==> src/sdCmdPkg.sv <==
`default_nettype none

package sdCmdPkg;

    // ==========================================================
    // Frame lengths fixed by the SD protocol
    // ==========================================================

    // Command frame on the CMD line
    localparam int CmdFrameBits = 48;

    // R1/R3/R6/R7 style response
    localparam int ShortRespBits = 48;

    // R2 response (CID/CSD)
    localparam int LongRespBits = 136;

    // Start, transmission and reserved bits of R2 sit outside the CRC
    localparam int LongRespCrcSkip = 8;

    // ==========================================================
    // Types
    // ==========================================================

    typedef enum logic [1:0] {
        RespNone    = 2'b00,
        RespShort48 = 2'b01,
        RespLong136 = 2'b10
    } respType_e;

    typedef logic [CmdFrameBits-1:0] cmdFrame_t;

    // Right-aligned, a short response leaves the upper bits zero
    typedef logic [LongRespBits-1:0] respFrame_t;

    typedef logic [6:0] crc7_t;

    // Wide enough for the 136 bit frame
    typedef logic [7:0] bitCount_t;

endpackage

`default_nettype wire
==> src/sdCmdController.sv <==
`timescale 1ns/1ns
`default_nettype none

module sdCmdController #(
    parameter int TurnaroundCycles = 3
) (
    input wire clk_fast,
    input wire reset,
    input wire cmdTrigger,
    input wire sdCmdPkg::cmdFrame_t cmdData,
    input wire sdCmdPkg::respType_e cmdRespType,
    input wire cmdIn,
    output wire cmdOut,
    output wire cmdOutEn,
    output wire cmdDone,
    output wire respDone,
    output wire sdCmdPkg::respFrame_t respData,
    output wire respCrcErr
);

    // Decoder to sender
    wire sendStart;
    wire sdCmdPkg::cmdFrame_t sendFrame;
    wire sendDone;

    // Decoder to receiver
    wire recvAbort;
    wire recvArm;
    wire sdCmdPkg::bitCount_t recvBits;
    wire sdCmdPkg::bitCount_t recvCrcSkip;

    cmdRequestDecoder i_cmdRequestDecoder (
        .clk_fast(clk_fast),
        .reset(reset),
        .cmdTrigger(cmdTrigger),
        .cmdData(cmdData),
        .cmdRespType(cmdRespType),
        .sendDone(sendDone),
        .sendStart(sendStart),
        .sendFrame(sendFrame),
        .recvAbort(recvAbort),
        .recvArm(recvArm),
        .recvBits(recvBits),
        .recvCrcSkip(recvCrcSkip),
        .cmdDone(cmdDone)
    );

    cmdLineSender i_cmdLineSender (
        .clk_fast(clk_fast),
        .reset(reset),
        .sendStart(sendStart),
        .sendFrame(sendFrame),
        .cmdOut(cmdOut),
        .cmdOutEn(cmdOutEn),
        .sendDone(sendDone)
    );

    respReceiver #(
        .TurnaroundCycles(TurnaroundCycles)
    ) i_respReceiver (
        .clk_fast(clk_fast),
        .reset(reset),
        .recvAbort(recvAbort),
        .recvArm(recvArm),
        .recvBits(recvBits),
        .recvCrcSkip(recvCrcSkip),
        .cmdIn(cmdIn),
        .cmdOutEn(cmdOutEn),
        .respDone(respDone),
        .respData(respData),
        .respCrcErr(respCrcErr)
    );

endmodule

`default_nettype wire

==> src/respReceiver.sv <==
`timescale 1ns/1ns
`default_nettype none

module respReceiver #(
    parameter int TurnaroundCycles = 3
) (
    input wire clk_fast,
    input wire reset,
    input wire recvAbort,
    input wire recvArm,
    input wire sdCmdPkg::bitCount_t recvBits,
    input wire sdCmdPkg::bitCount_t recvCrcSkip,
    input wire cmdIn,
    input wire cmdOutEn,
    output logic respDone,
    output sdCmdPkg::respFrame_t respData,
    output logic respCrcErr
);

    localparam int QuietWidth = $clog2(TurnaroundCycles + 1);
    localparam int FrameMsb = sdCmdPkg::LongRespBits - 1;

    // CRC7 plus end bit close every response
    localparam sdCmdPkg::bitCount_t TrailBits = 8;

    // Position of the first bit after the start bit
    localparam sdCmdPkg::bitCount_t FirstDataPos = 2;

    typedef enum logic [2:0] {
        Idle,
        Turnaround,
        WaitStart,
        Capture,
        Check
    } state_e;

    state_e state;
    logic [QuietWidth-1:0] quietCnt;
    sdCmdPkg::bitCount_t bitPos;
    sdCmdPkg::respFrame_t shiftReg;
    sdCmdPkg::crc7_t crc;
    logic lineLive;
    logic startSeen;
    logic crcEnable;

    // ==========================================================
    // Turnaround, counted from the fall of cmdOutEn
    // ==========================================================

    assign lineLive = quietCnt == QuietWidth'(TurnaroundCycles);

    always_ff @(posedge clk_fast) begin
        if (reset) begin
            quietCnt <= '0;
        end else if (cmdOutEn) begin
            quietCnt <= '0;
        end else if (!lineLive) begin
            quietCnt <= quietCnt + 1'b1;
        end
    end

    // Start bit may already show in the first live cycle
    assign startSeen = !cmdIn &&
                       (state == WaitStart || (state == Turnaround && lineLive));

    // Skip the leading bits, stop before CRC and end bit
    assign crcEnable = state == Capture && bitPos > recvCrcSkip &&
                       bitPos <= recvBits - TrailBits;

    crc7Serial i_crc7Serial (
        .clk_fast(clk_fast),
        .reset(reset),
        .clear(recvAbort || recvArm),
        .enable(crcEnable),
        .dataBit(cmdIn),
        .crc(crc)
    );

    // ==========================================================
    // Receive FSM
    // ==========================================================

    always_ff @(posedge clk_fast) begin
        if (reset) begin
            state <= Idle;
            bitPos <= '0;
            respDone <= 1'b0;
            respCrcErr <= 1'b0;
        end else if (recvAbort) begin
            state <= Idle;
            respCrcErr <= 1'b0;
        end else if (recvArm) begin
            state <= Turnaround;
        end else if (startSeen) begin
            state <= Capture;
            bitPos <= FirstDataPos;
        end else begin
            case (state)
                Turnaround: begin
                    if (lineLive) begin
                        state <= WaitStart;
                    end
                end
                Capture: begin
                    if (bitPos == recvBits) begin
                        state <= Check;
                    end
                    bitPos <= bitPos + 1'b1;
                end
                Check: begin
                    // CRC in bits 7..1, end bit in bit 0
                    respCrcErr <= (crc != shiftReg[7:1]) || !shiftReg[0];
                    respDone <= !respDone;
                    state <= Idle;
                end
                default: ;
            endcase
        end
    end

    // Frame shifts in LSB side, the start bit ends up at recvBits-1
    always_ff @(posedge clk_fast) begin
        if (startSeen) begin
            shiftReg <= '0;
        end else if (state == Capture) begin
            shiftReg <= {shiftReg[FrameMsb-1:0], cmdIn};
        end
        if (state == Check) begin
            respData <= shiftReg;
        end
    end

    assert property (@(posedge clk_fast) disable iff (reset)
        state == Capture |-> !cmdOutEn)
        else $error("Response capture while the host drives CMD");

endmodule

`default_nettype wire

==> src/cmdLineSender.sv <==
`timescale 1ns/1ns
`default_nettype none

module cmdLineSender (
    input wire clk_fast,
    input wire reset,
    input wire sendStart,
    input wire sdCmdPkg::cmdFrame_t sendFrame,
    output logic cmdOut,
    output logic cmdOutEn,
    output logic sendDone
);

    // Last index of the 40 payload bits and of the 7 CRC bits
    localparam sdCmdPkg::bitCount_t PayloadLast =
        sdCmdPkg::bitCount_t'(sdCmdPkg::CmdFrameBits - 9);
    localparam sdCmdPkg::bitCount_t CrcLast =
        sdCmdPkg::bitCount_t'($bits(sdCmdPkg::crc7_t) - 1);
    localparam int FrameMsb = sdCmdPkg::CmdFrameBits - 1;

    typedef enum logic [1:0] {
        Idle,
        Payload,
        Crc,
        End
    } state_e;

    state_e state;
    sdCmdPkg::cmdFrame_t shiftReg;
    sdCmdPkg::bitCount_t bitCnt;
    sdCmdPkg::crc7_t crc;

    crc7Serial i_crc7Serial (
        .clk_fast(clk_fast),
        .reset(reset),
        .clear(sendStart),
        .enable(state == Payload),
        .dataBit(shiftReg[FrameMsb]),
        .crc(crc)
    );

    // ==========================================================
    // Line drive
    // ==========================================================

    assign cmdOutEn = state != Idle;

    // End bit and idle level are both 1
    always_comb begin
        case (state)
            Payload: cmdOut = shiftReg[FrameMsb];
            Crc:     cmdOut = crc[bitCnt[2:0]];
            default: cmdOut = 1'b1;
        endcase
    end

    // ==========================================================
    // Frame sequencing
    // ==========================================================

    always_ff @(posedge clk_fast) begin
        if (reset) begin
            state <= Idle;
            bitCnt <= '0;
            sendDone <= 1'b0;
        end else begin
            sendDone <= 1'b0;
            if (sendStart) begin
                state <= Payload;
                bitCnt <= PayloadLast;
            end else begin
                case (state)
                    Payload: begin
                        if (bitCnt == '0) begin
                            state <= Crc;
                            bitCnt <= CrcLast;
                        end else begin
                            bitCnt <= bitCnt - 1'b1;
                        end
                    end
                    Crc: begin
                        // CRC goes out MSB first
                        if (bitCnt == '0) begin
                            state <= End;
                        end else begin
                            bitCnt <= bitCnt - 1'b1;
                        end
                    end
                    End: begin
                        state <= Idle;
                        sendDone <= 1'b1;
                    end
                    default: ;
                endcase
            end
        end
    end

    always_ff @(posedge clk_fast) begin
        if (sendStart) begin
            shiftReg <= sendFrame;
        end else if (state == Payload) begin
            shiftReg <= shiftReg << 1;
        end
    end

    // A restart keeps the line enabled, so the window check is dropped then
    assert property (@(posedge clk_fast) disable iff (reset || sendStart)
        $rose(cmdOutEn) |-> ##48 !cmdOutEn)
        else $error("cmdOutEn held beyond one command frame");

endmodule

`default_nettype wire

==> src/cmdRequestDecoder.sv <==
`timescale 1ns/1ns
`default_nettype none

module cmdRequestDecoder (
    input wire clk_fast,
    input wire reset,
    input wire cmdTrigger,
    input wire sdCmdPkg::cmdFrame_t cmdData,
    input wire sdCmdPkg::respType_e cmdRespType,
    input wire sendDone,
    output logic sendStart,
    output sdCmdPkg::cmdFrame_t sendFrame,
    output logic recvAbort,
    output logic recvArm,
    output sdCmdPkg::bitCount_t recvBits,
    output sdCmdPkg::bitCount_t recvCrcSkip,
    output logic cmdDone
);

    typedef enum logic {
        Idle,
        Sending
    } state_e;

    state_e state;
    logic trigSeen;
    logic trigEdge;
    sdCmdPkg::respType_e respType;

    // Toggle detect against the last sampled trigger level
    assign trigEdge = cmdTrigger != trigSeen;

    // A new command always restarts the receiver too
    assign recvAbort = sendStart;

    // Frame length and CRC skip for the latched response kind
    assign recvBits = (respType == sdCmdPkg::RespLong136) ?
                      sdCmdPkg::bitCount_t'(sdCmdPkg::LongRespBits) :
                      sdCmdPkg::bitCount_t'(sdCmdPkg::ShortRespBits);
    assign recvCrcSkip = (respType == sdCmdPkg::RespLong136) ?
                         sdCmdPkg::bitCount_t'(sdCmdPkg::LongRespCrcSkip) :
                         sdCmdPkg::bitCount_t'(0);

    always_ff @(posedge clk_fast) begin
        if (reset) begin
            state <= Idle;
            trigSeen <= 1'b0;
            sendStart <= 1'b0;
            recvArm <= 1'b0;
            cmdDone <= 1'b0;
            respType <= sdCmdPkg::RespNone;
        end else begin
            trigSeen <= cmdTrigger;
            sendStart <= trigEdge;
            recvArm <= 1'b0;
            if (trigEdge) begin
                state <= Sending;
                respType <= cmdRespType;
            end else if (state == Sending && sendDone && !sendStart) begin
                // sendDone next to a fresh start belongs to the aborted frame
                state <= Idle;
                cmdDone <= !cmdDone;
                recvArm <= respType != sdCmdPkg::RespNone;
            end
        end
    end

    // Command payload, held for the sender
    always_ff @(posedge clk_fast) begin
        if (trigEdge) begin
            sendFrame <= cmdData;
        end
    end

    assert property (@(posedge clk_fast) disable iff (reset)
        sendDone |-> state == Sending)
        else $error("sendDone with no command in flight");

endmodule

`default_nettype wire

==> src/crc7Serial.sv <==
`timescale 1ns/1ns
`default_nettype none

// Bit-serial CRC7, polynomial x^7 + x^3 + 1
module crc7Serial (
    input wire clk_fast,
    input wire reset,
    input wire clear,
    input wire enable,
    input wire dataBit,
    output sdCmdPkg::crc7_t crc
);

    logic feedback;

    // MSB of the remainder meets the incoming bit
    assign feedback = dataBit ^ crc[6];

    always_ff @(posedge clk_fast) begin
        if (reset) begin
            crc <= '0;
        end else if (clear) begin
            crc <= '0;
        end else if (enable) begin
            // Shift left, feedback enters at x^0 and is folded into x^3
            crc <= {crc[5:3], crc[2] ^ feedback, crc[1:0], feedback};
        end
    end

endmodule

`default_nettype wire

==> config.mk <==
export PLATFORM = sky130hd
export DESIGN_NAME = sdCmdController
export DESIGN_NICKNAME = d
export VERILOG_FILES = /design/src/sdCmdPkg.sv /design/src/sdCmdController.sv /design/src/respReceiver.sv /design/src/cmdLineSender.sv /design/src/cmdRequestDecoder.sv /design/src/crc7Serial.sv
export SDC_FILE = /design/constraint.sdc
export NUM_CORES = 1
export LEC_CHECK = 0
export BUFFER_PORTS_ARGS = -buffer_cell sky130_fd_sc_hd__buf_2
export CAP_MARGIN = 20
export CELL_PAD_IN_SITES_DETAIL_PLACEMENT = 2
export CELL_PAD_IN_SITES_GLOBAL_PLACEMENT = 2
export CORE_MARGIN = 1
export CORE_UTILIZATION = 37
export CTS_CLUSTER_SIZE = 20
export DETAILED_ROUTE_END_ITERATION = 8
export PLACE_DENSITY_LB_ADDON = 0.1
export SYNTH_ARGS = -nofsm -noshare
export SYNTH_HDL_FRONTEND = slang
export SYNTH_SLANG_ARGS = --single-unit
==> constraint.sdc <==
create_clock -name clk_fast -period 10.8 [get_ports clk_fast]
set_clock_uncertainty 0.05 [all_clocks]
set_input_delay 0.54 -clock clk_fast [delete_from_list [all_inputs] [get_ports clk_fast]]
set_output_delay 0.54 -clock clk_fast [all_outputs]
set_load 0.03 [all_outputs]
==> key figures, run 1 <==
Power
  • Worst VDD drop: 0.127 mV
  • PD cells: 199 nW/um2
  • Leak: 0.00676 uW

Floorplanning
  • Starting Density: 0.375
  • Ports: 195
  • Area of the die: 38900 um2
  • Die H: 197 um
  • Chip width: 197 um
  • Row count: 71
  • Core ar.: ~38000 um2

Worst setup path
  • Critical path type: reg -> reg
  • Flop2flop setup slack: 7990 ps
  • WP data required: about 11000 ps
  • CP Capture Type: register
  • Reg-to-reg endpoint: i_respReceiver.shiftReg[68]
  • WP data arrival: 3260 ps
  • R2R cell count: 6
  • CP startpoint kind: register
  • Worst setup path endpoint: i_respReceiver.shiftReg[68]
  • Crit path launch: i_respReceiver.quietCnt[0]
  • Crit path max fanout: 97
  • R2R Path Start: i_respReceiver.quietCnt[0]

Drt
  • Number of DRC markers in iteration 0: 411
  • Final ANT Viol Nets: 0
  • Final wirelength: 29.5 mm
  • Vias after detailed routing: 8021
  • Detailed Routing Iterations Pass 1: 4
  • # DRC: 0
  • Vias/cell: around 4.9
  • WL per Instance: 18.2 um

Placement
  • Port bufs: 194
  • Gp weighted congestion: 0.741
  • Pre-CTS setup slack: between 7000 and 8000 ps
  • DP Wirelength: 18.3 mm

Yosys
  • Post-synthesis compound-gate area fraction: 0.108
  • Syn nets: 947
  • Synth cell types: 51
  • XOR/XNOR Fraction of Synth Area: 0.0131
  • Mux contribution to synthesized area: 0.0534
  • Top cells by area, synth: edfxtp_1 (49%), dfxtp_1 (26%), a22o_1 (8.4%)
  • Combinational family with the most area after synthesis: compound AO/OA/AOI/OAI gates
  • Post-Synth Simple-Gate Area: 0.0394
  • Post-synth EDFFs: 232
  • Syn avg cell area: 16.0 um2
  • Largest area contributor in the netlist: edfxtp_1
  • Synth warnings: 0
  • Synth Area in Adders: 0.0124
  • Post-synth top area share: 0.495
  • Synth Flop Type: edfxtp_1
  • Post-synthesis cell area: 14100 um2
  • Register bit total from synthesis: approximately 420
  • Gate Count Post-Synth: 879
  • Async S/R FF share, synth: 0
  • Register area share after synthesis: 0.755

STA
  • Rel. slew slack: 0.292
  • RSZ-0062 raised after global routing: false
  • Maximum clock frequency: 356 MHz
  • Fin. Hold Viols: 0
  • Final worst slack: 7990 ps
  • Final min period: 2810 ps
  • Tightest Pin Transition: 1060 ps
  • Slew Limit Fails: 0
  • Fin crit share: 0.260
  • TNS Setup: 0 ps
  • Final setup violation count: 0

GRT
  • Overall Global Routing Usage: 0.153
  • Initial antenna violation count: 6
  • Vias in the first global route: 8336
  • Overflow after GRT: 0
  • Global-route wire length before repair: around 47 mm
  • Largest net degree at the start of global routing: 98

CTS
  • Root Buffer: clkbuf_16
  • Hold_buf cts: 0
  • Clk sinks: 415
  • CTS tree: done
  • Post_cts resized: 0
  • Clock tree buffer depth: 3
  • Worst-Skew Late Latency: 560 ps
  • TritonCTS buffer count: 44
  • H-tree levels: 2
  • Worst-path clk slew: 60 ps
  • Post-CTS Setup Inserts: 0

Finish
  • Layout Nets: 1146
  • Storage element area: 10600 um2
  • Share of layout cells above drive strength 1: 0.298
  • Area delta synth->final: 20.9%
  • Area of the multi-input gates: 3210 um2
  • Fill count: 3620

Run status
  • Outcome: finished clean

Min path
  • Worst hold-check path type: in -> reg

Run
  • Max Cap Violations: 0
==> logic make-up after synthesis <==
logic type,after synthesis
flip-flops,415
AO/OA/AOI/OAI,189
AND/OR/NAND/NOR,107
multiplexers,68
buffers and inverters,65
XOR/XNOR,21
adder cells (fa/ha/maj),14
==> metal layers <==
metal,track usage,part of all wire,wire length [um],vias up
met5,0,0.0017,50,-
met4,0.0577,0.025,742,10
met3,0.0377,0.049,1450,57
met2,0.248,0.47,13900,179
met1,0.199,0.45,13300,4023
li1,-,-,-,3752
==> critical path: stages, from the launching register on <==
cell and delay [ps]:
dfxtp_1 320, ha_1 270, a21oi_1 220, o21ai_0 240
nand2b_4 440, buf_4 890, a22o_1 260
==> cell type report <==
cell class	instances	area share
well taps	511	0.0376
clock inverters	17	0.00742
clock buffers	64	0.0759
inverters	16	0.00353
diodes	1	0.000147
multi-input cells	399	0.189
flip-flops and latches	415	0.624
repair buffers	202	0.0625
==> layout by cell type, fill, tap and decap left out, types with 15 or more instances in the layout <==
cell / Yosys / final
a21oi_1: 18 / 18
a22o_1: 135 / 135
buf_2: 13 / 194
clkbuf_16: 0 / 46
dfxtp_1: 183 / 182
edfxtp_1: 232 / 232
inv_1: 16 / 15
mux2_2: 47 / 47
mux2i_1: 20 / 20
nand2_1: 18 / 18
nor2_1: 40 / 40
xnor2_1: 16 / 16
==> sequential cells by signal, summed over array words and instances, names as in the netlist, 2 cells and up <==
name,count
i_cmdLineSender.bitCnt,8
i_cmdLineSender.i_crc7Serial.crc,7
i_cmdLineSender.shiftReg,48
i_cmdLineSender.state,2
i_cmdRequestDecoder.respType,2
i_cmdRequestDecoder.sendFrame,48
i_respReceiver.bitPos,8
i_respReceiver.i_crc7Serial.crc,7
i_respReceiver.quietCnt,2
i_respReceiver.respData,136
i_respReceiver.shiftReg,136
i_respReceiver.state,3
==> how the worst min path moves through the flow <==
stage                                       startpoint                                end  cells past startpoint
after global routing                       cmdData[26]  i_cmdRequestDecoder.sendFrame[26]                      1
after floorplan           i_respReceiver.shiftReg[135]       i_respReceiver.respData[135]                      0
after detailed placement  i_respReceiver.shiftReg[135]       i_respReceiver.respData[135]                      0
after global placement    i_respReceiver.shiftReg[135]       i_respReceiver.respData[135]                      0
final                                      cmdData[26]  i_cmdRequestDecoder.sendFrame[26]                      1
after CTS                                  cmdData[26]  i_cmdRequestDecoder.sendFrame[26]                      1
==> stage by stage <==
stage,area (um2),utilization,hold WS [ps],instances,total power (uW)
after floorplan,14100,-,359,879,1900
final,17000,0.453,105,1625,3380
after global placement,15600,0.414,369,1541,1950
after CTS,17000,0.452,63.7,1622,3440
after detailed placement,15600,0.414,372,1541,1950
after global routing,17000,0.453,77.8,1625,3510
==> synth_stat cells, types with 3 or more instances <==
library cell,number
inv_1,16
a31oi_1,5
nor2_1,40
ha_1,14
nand2_1,18
a211oi_1,3
nand2b_1,4
a21o_1,3
nor3b_1,3
xnor2_1,16
o21ai_0,12
xor2_1,5
mux2_2,47
nand4b_1,4
nand3_1,5
nor4_1,3
mux2i_1,20
edfxtp_1,232
buf_2,13
a22o_1,135
nor2b_1,4
a21oi_1,18
dfxtp_1,183
buf_1,11
nand4_1,5
clkbuf_1,24
nor3_1,6
==> power breakdown <==
group | switching, uW | total, uW | internal [uW]
combinational | 91.8 | 160 | 68.5
sequential | 25.9 | 1760 | 1730
clock | 609 | 1470 | 856
Power figures use the tool's default switching activity.
==> inputs of run 2 (changes only) <==
--- a/config.mk
+++ b/config.mk
@@ -10,7 +10,7 @@
 export CELL_PAD_IN_SITES_DETAIL_PLACEMENT = 2
 export CELL_PAD_IN_SITES_GLOBAL_PLACEMENT = 2
 export CORE_MARGIN = 1
-export CORE_UTILIZATION = 37
+export CORE_UTILIZATION = 41
 export CTS_CLUSTER_SIZE = 20
 export DETAILED_ROUTE_END_ITERATION = 8
 export PLACE_DENSITY_LB_ADDON = 0.1
==> constraint.sdc (replaced) <==
create_clock -name clk_fast -period 2.9 [get_ports clk_fast]
set_clock_uncertainty 0.05 [all_clocks]
set_input_delay 0.145 -clock clk_fast [delete_from_list [all_inputs] [get_ports clk_fast]]
set_output_delay 0.145 -clock clk_fast [all_outputs]
set_load 0.03 [all_outputs]
==> key figures, run 2 (same netlist as run 1, synthesis figures left out) <==
GRT
  • Vias in the first global route: 9028
  • Initial antenna violation count: 0
  • Largest net degree at the start of global routing: 140
  • Global-route wire length before repair: 50.5 mm
  • Overflow after GRT: 0
  • Overall Global Routing Usage: 0.182

Worst setup path
  • Buffers & Inverters on Critical Path: 1
  • WP data arrival: 3100 ps
  • Critical path type: reg -> reg
  • CP delay by family, top: simple AND/OR/NAND/NOR gates
  • Slowest stage delay, CP: about 480 ps
  • Worst-path cell chain: and2b_1 -> inv_1 -> ha_1 -> nand4bb_1 -> or3b_1 -> a2bb2oi_1 -> a211oi_4 -> mux2i_1
  • Crit path max fanout: 7
  • Crit path launch: i_cmdRequestDecoder.respType[1]
  • WP data required: 3320 ps
  • Slowest cell on crit path: a211oi_4
  • CP startpoint kind: register
  • R2R Path Start: i_cmdRequestDecoder.respType[1]
  • Flop2flop setup slack: 220 ps
  • CP Capture Type: register

Floorplanning
  • Area of the die: 35100 um2
  • Ports: 195
  • Core ar.: 33700 um2
  • Chip width: 187 um
  • Die H: between 150 and 200 um
  • Row count: 67
  • Starting Density: 0.418

Finish
  • Most frequent cells in the layout: edfxtp_1 (232), buf_2 (194), dfxtp_1 (181)
  • Top Registers: i_respReceiver.respData (136), i_respReceiver.shiftReg (136)
  • Area delta synth->final: 24.6%
  • Share of layout cells above drive strength 1: 0.284
  • Layout Nets: around 1200
  • Fin util: 0.521
  • Non-filler instance count after layout: about 1600
  • Diode count: 0
  • Most common cell after layout, fill and taps aside: edfxtp_1

Run status
  • Outcome: finished clean

CTS
  • Worst-Skew Late Latency: 550 ps
  • Worst-path clk slew: about 60 ps
  • Clock tree buffer depth: 3
  • Clk sinks: slightly above 400
  • CTS tree: done
  • Post_cts resized: 0
  • H-tree levels: 2
  • TritonCTS buffer count: 44
  • Root Buffer: clkbuf_16

STA
  • RSZ-0062 raised after global routing: false
  • Fin. Hold Viols: 0
  • Final setup violation count: 0
  • Maximum clock frequency: 373 MHz
  • Final min period: between 2000 and 3000 ps
  • Rel. slew slack: 0.549
  • Tightest Pin Transition: approximately 680 ps
  • Slew Limit Fails: 0
  • Fin crit share: 0.925

Placement
  • Port bufs: 194
  • DP Wirelength: roughly 18 mm
  • Placed instance count: around 1500
  • Gp weighted congestion: around 0.74

Drt
  • Number of DRC markers in iteration 0: 317
  • Vias after detailed routing: 8209
  • WL per Instance: 19.5 um
  • Detailed Routing Iterations Pass 1: 4
  • Final wirelength: 31.7 mm
  • Final ANT Viol Nets: 0
  • # DRC: 0
  • Vias/cell: 5.06

Power
  • Logic pwr share: 0.055
  • Internal cell power: 9860 uW
  • Net Sw Frac: 0.219
  • Pwr Total: 12600 uW
  • Sw power: 2770 uW
  • Leak: 0.00701 uW
  • Sequential Power Share: 0.519
  • Worst VDD drop: roughly 0.50 mV
  • Clk pwr share: 0.426
  • PD cells: 720 nW/um2

Min path
  • Worst hold-check path type: in -> reg
  • HP Start: cmdData[36]

Run
  • Max Cap Violations: 0
-- run 2: changes by cell type in the layout (fill, tap and decap cells not counted), moves of 2 or more --
| cell | delta |
|---|---|
| dlygate4sd3_1 | +56 |
| buf_12 | +5 |
| clkbuf_1 | +4 |
| clkbuf_8 | -2 |
| clkinvlp_4 | -2 |
| inv_6 | +2 |
-- run 2: final cells by class --
class                      count  area, um2
tap                          448        561
clock inverter                17        133
fill                        3165      16200
timing repair buffer         263       1700
multi-input combinational    399       3210
clock buffer                  64       1250
inverter                      16       60.1
sequential                   415      10600
-- run 2: final timing paths --
check | endpoint | cells after the start
min | i_cmdRequestDecoder.sendFrame[36] | 2
max | i_respReceiver.i_crc7Serial.crc[3] | 8
max reg2reg | i_respReceiver.i_crc7Serial.crc[3] | 8
min reg2reg | i_respReceiver.respData[135] | 0
-- run 2: timing repair --
action	in CTS	in global routing
hold buffers	56	0
buffers inserted	0	0
endpoints found under the hold margin	63	0
-- run 2: worst register-to-register path, stage by stage (launching register included) --
cell and delay, ps:
dfxtp_1 380, and2b_1 290, inv_1 120, ha_1 360
nand4bb_1 130, or3b_1 390, a2bb2oi_1 160, a211oi_4 480
mux2i_1 250
-- run 2: metrics by stage --
step                      worst slack, ps  hold slack [ps]  instance area, um2  setup TNS (ps)
after floorplan                     -1660              194               14100         -204850
after global placement                326              272               15600               0
after detailed placement              196              273               15600               0
after CTS                             186              230               17500               0
after global routing                 52.8              256               17500               0
final                                 219              268               17500               0
-- run 2: layer usage --
| layer | vias to the layer above | share of wire | global-route usage |
|---|---|---|---|
| met5 | - | 0 | 0 |
| met4 | 0 | 0.025 | 0.0634 |
| met3 | 52 | 0.040 | 0.0332 |
| met2 | 183 | 0.51 | 0.319 |
| met1 | 4108 | 0.43 | 0.225 |
| li1 | 3866 | - | - |
-- run 2: power by group through the flow --
stage,combinational [uW],clock (uW),sequential (uW)
detailed placement,621,0,6680
finish,696,5370,6560
floorplan,452,0,6610
global placement,593,0,6660
CTS,687,5520,6550
global route,766,5740,6580
==> inputs of run 3 (changes only) <==
--- a/config.mk
+++ b/config.mk
@@ -13,7 +13,7 @@
 export CORE_UTILIZATION = 41
 export CTS_CLUSTER_SIZE = 20
 export DETAILED_ROUTE_END_ITERATION = 8
-export PLACE_DENSITY_LB_ADDON = 0.1
+export PLACE_DENSITY = 0.87
 export SYNTH_ARGS = -nofsm -noshare
 export SYNTH_HDL_FRONTEND = slang
 export SYNTH_SLANG_ARGS = --single-unit
==> key figures, run 3 (same netlist as run 1, synthesis figures left out) <==
Run status
  • Outcome: finished clean

CTS
  • H-tree levels: 2
  • CTS tree: done
  • Clk sinks: 415
  • Root Buffer: clkbuf_16
  • Worst-Skew Late Latency: 550 ps
  • Post_cts resized: 0
  • Clock tree buffer depth: 3
  • TritonCTS buffer count: 43
  • Worst-path clk slew: around 60 ps

Placement
  • DP Area: ~16000 um2
  • Placed instance count: approximately 1500
  • Pre-CTS setup slack: 151 ps
  • Port bufs: 194
  • DP Wirelength: 21.2 mm
  • Gp weighted congestion: ~0.75

Floorplanning
  • Ports: 195
  • Core ar.: 33700 um2
  • Die H: 187 um
  • Area of the die: around 35000 um2
  • Starting Density: 0.418
  • Row count: 67
  • Chip width: around 190 um

Finish
  • Final instance area: 17600 um2
  • Top Registers: i_respReceiver.respData (136), i_respReceiver.shiftReg (136)
  • Area delta synth->final: 24.8%
  • Most frequent cells in the layout: edfxtp_1 (232), buf_2 (194), dfxtp_1 (181)
  • Layout Nets: 1209
  • Non-filler instance count after layout: 1622
  • Diode count: 0
  • Fill count: 3078
  • Most common cell after layout, fill and taps aside: edfxtp_1
  • Share of layout cells above drive strength 1: 0.282
  • Fin util: 0.522

STA
  • Maximum clock frequency: 382 MHz
  • Tightest Pin Transition: 971 ps
  • Final min period: 2610 ps
  • Rel. slew slack: 0.352
  • Slew Limit Fails: 0
  • Fin crit share: 0.902
  • Fin. Hold Viols: 0
  • Final setup violation count: 0
  • RSZ-0062 raised after global routing: false
  • TNS Setup: 0 ps
  • Final worst slack: around 290 ps

Drt
  • Number of DRC markers in iteration 0: 470
  • Final ANT Viol Nets: 0
  • Vias after detailed routing: ~8500
  • Final wirelength: 38.3 mm
  • Detailed Routing Iterations Pass 1: 4
  • # DRC: 0
  • Vias/cell: 5.25
  • WL per Instance: 23.6 um

Worst setup path
  • Critical path type: reg -> reg
  • CP Capture Type: register
  • R2R Path Start: i_cmdRequestDecoder.respType[0]
  • WP data arrival: slightly above 3000 ps
  • WP data required: between 3000 and 4000 ps
  • CP startpoint kind: register
  • Crit path max fanout: 6
  • Reg-to-reg endpoint: i_respReceiver.i_crc7Serial.crc[1]
  • Flop2flop setup slack: around 290 ps
  • R2R cell count: 9

Power
  • PD cells: 728 nW/um2
  • Logic pwr share: 0.055
  • Net Sw Frac: 0.223
  • Sw power: 2850 uW
  • Worst VDD drop: 0.397 mV
  • Sequential Power Share: 0.512
  • Clk pwr share: 0.433
  • Internal cell power: 9950 uW
  • Leak: 0.00703 uW

Min path
  • HP Start: cmdData[0]
  • Worst hold-check path type: in -> reg
  • Min-Delay Endpoint: i_cmdRequestDecoder.sendFrame[0]
  • Hold path depth: 2

GRT
  • Overall Global Routing Usage: 0.220
  • Vias in the first global route: around 9600
  • Initial antenna violation count: 0
  • Largest net degree at the start of global routing: 140
  • Global-route wire length before repair: 59.2 mm
  • Overflow after GRT: 0

Run
  • Max Cap Violations: 0
## run 3: power groups by stage
stage / sequential, uW / clock (uW) / combinational (uW)
after CTS: 6550 / 5640 / 703
after floorplan: 6610 / 0 / 452
after detailed placement: 6670 / 0 / 631
after global routing: 6580 / 5860 / 771
after global placement: 6650 / 0 / 586
final: 6550 / 5540 / 710
## run 3: timing repair
item,4_1_cts,5_1_grt
buffers inserted,0,2
hold buffers,56,0
endpoints found under the setup margin,0,5
endpoints found under the hold margin,61,0
## run 3: through the flow
stage               power, uW  hold WS [ps]
finish                  12800           276
detailed placement       7300           273
CTS                     12900           246
global placement         7240           271
floorplan                7070           194
global route            13200           260
## run 3: final cells by class
cell class | instances | area (um2) | share of cell area
Inverter | 16 | 60.1 | 0.00342
Multi-Input combinational cell | 399 | 3210 | 0.183
Clock buffer | 68 | 1270 | 0.0723
Timing Repair Buffer | 266 | 1730 | 0.0982
Clock inverter | 10 | 119 | 0.00676
Sequential cell | 415 | 10600 | 0.605
Tap cell | 448 | 561 | 0.0319
## run 3: worst max-delay path: stages, from the launching register on
cell and delay, ps:
dfxtp_1 330, and2b_1 340, inv_1 130, ha_1 370, nand4bb_1 140, or3b_1 400
a2bb2oi_1 170, a211oi_4 190, buf_4 220, mux2i_1 200
## run 3: worst max-delay path by stage
stage	start	end	cells past startpoint	slack, ps
5_1_grt	i_cmdRequestDecoder.respType[0]	i_respReceiver.i_crc7Serial.crc[5]	9	160
2_1_floorplan	i_respReceiver.state[0]	i_respReceiver.respDone	5	-1660
4_1_cts	i_cmdRequestDecoder.respType[0]	i_respReceiver.i_crc7Serial.crc[3]	8	70
3_3_place_gp	i_cmdRequestDecoder.respType[0]	i_respReceiver.i_crc7Serial.crc[1]	8	340
3_5_place_dp	i_cmdRequestDecoder.respType[0]	i_respReceiver.i_crc7Serial.crc[4]	8	150
6_report	i_cmdRequestDecoder.respType[0]	i_respReceiver.i_crc7Serial.crc[1]	9	290
## run 3: layer usage
metal,share of wire,global-route usage,vias up
li1,-,-,3865
met1,0.40,0.256,4332
met2,0.54,0.415,261
met3,0.047,0.0415,52
met4,0.016,0.0520,0
met5,0,0,-
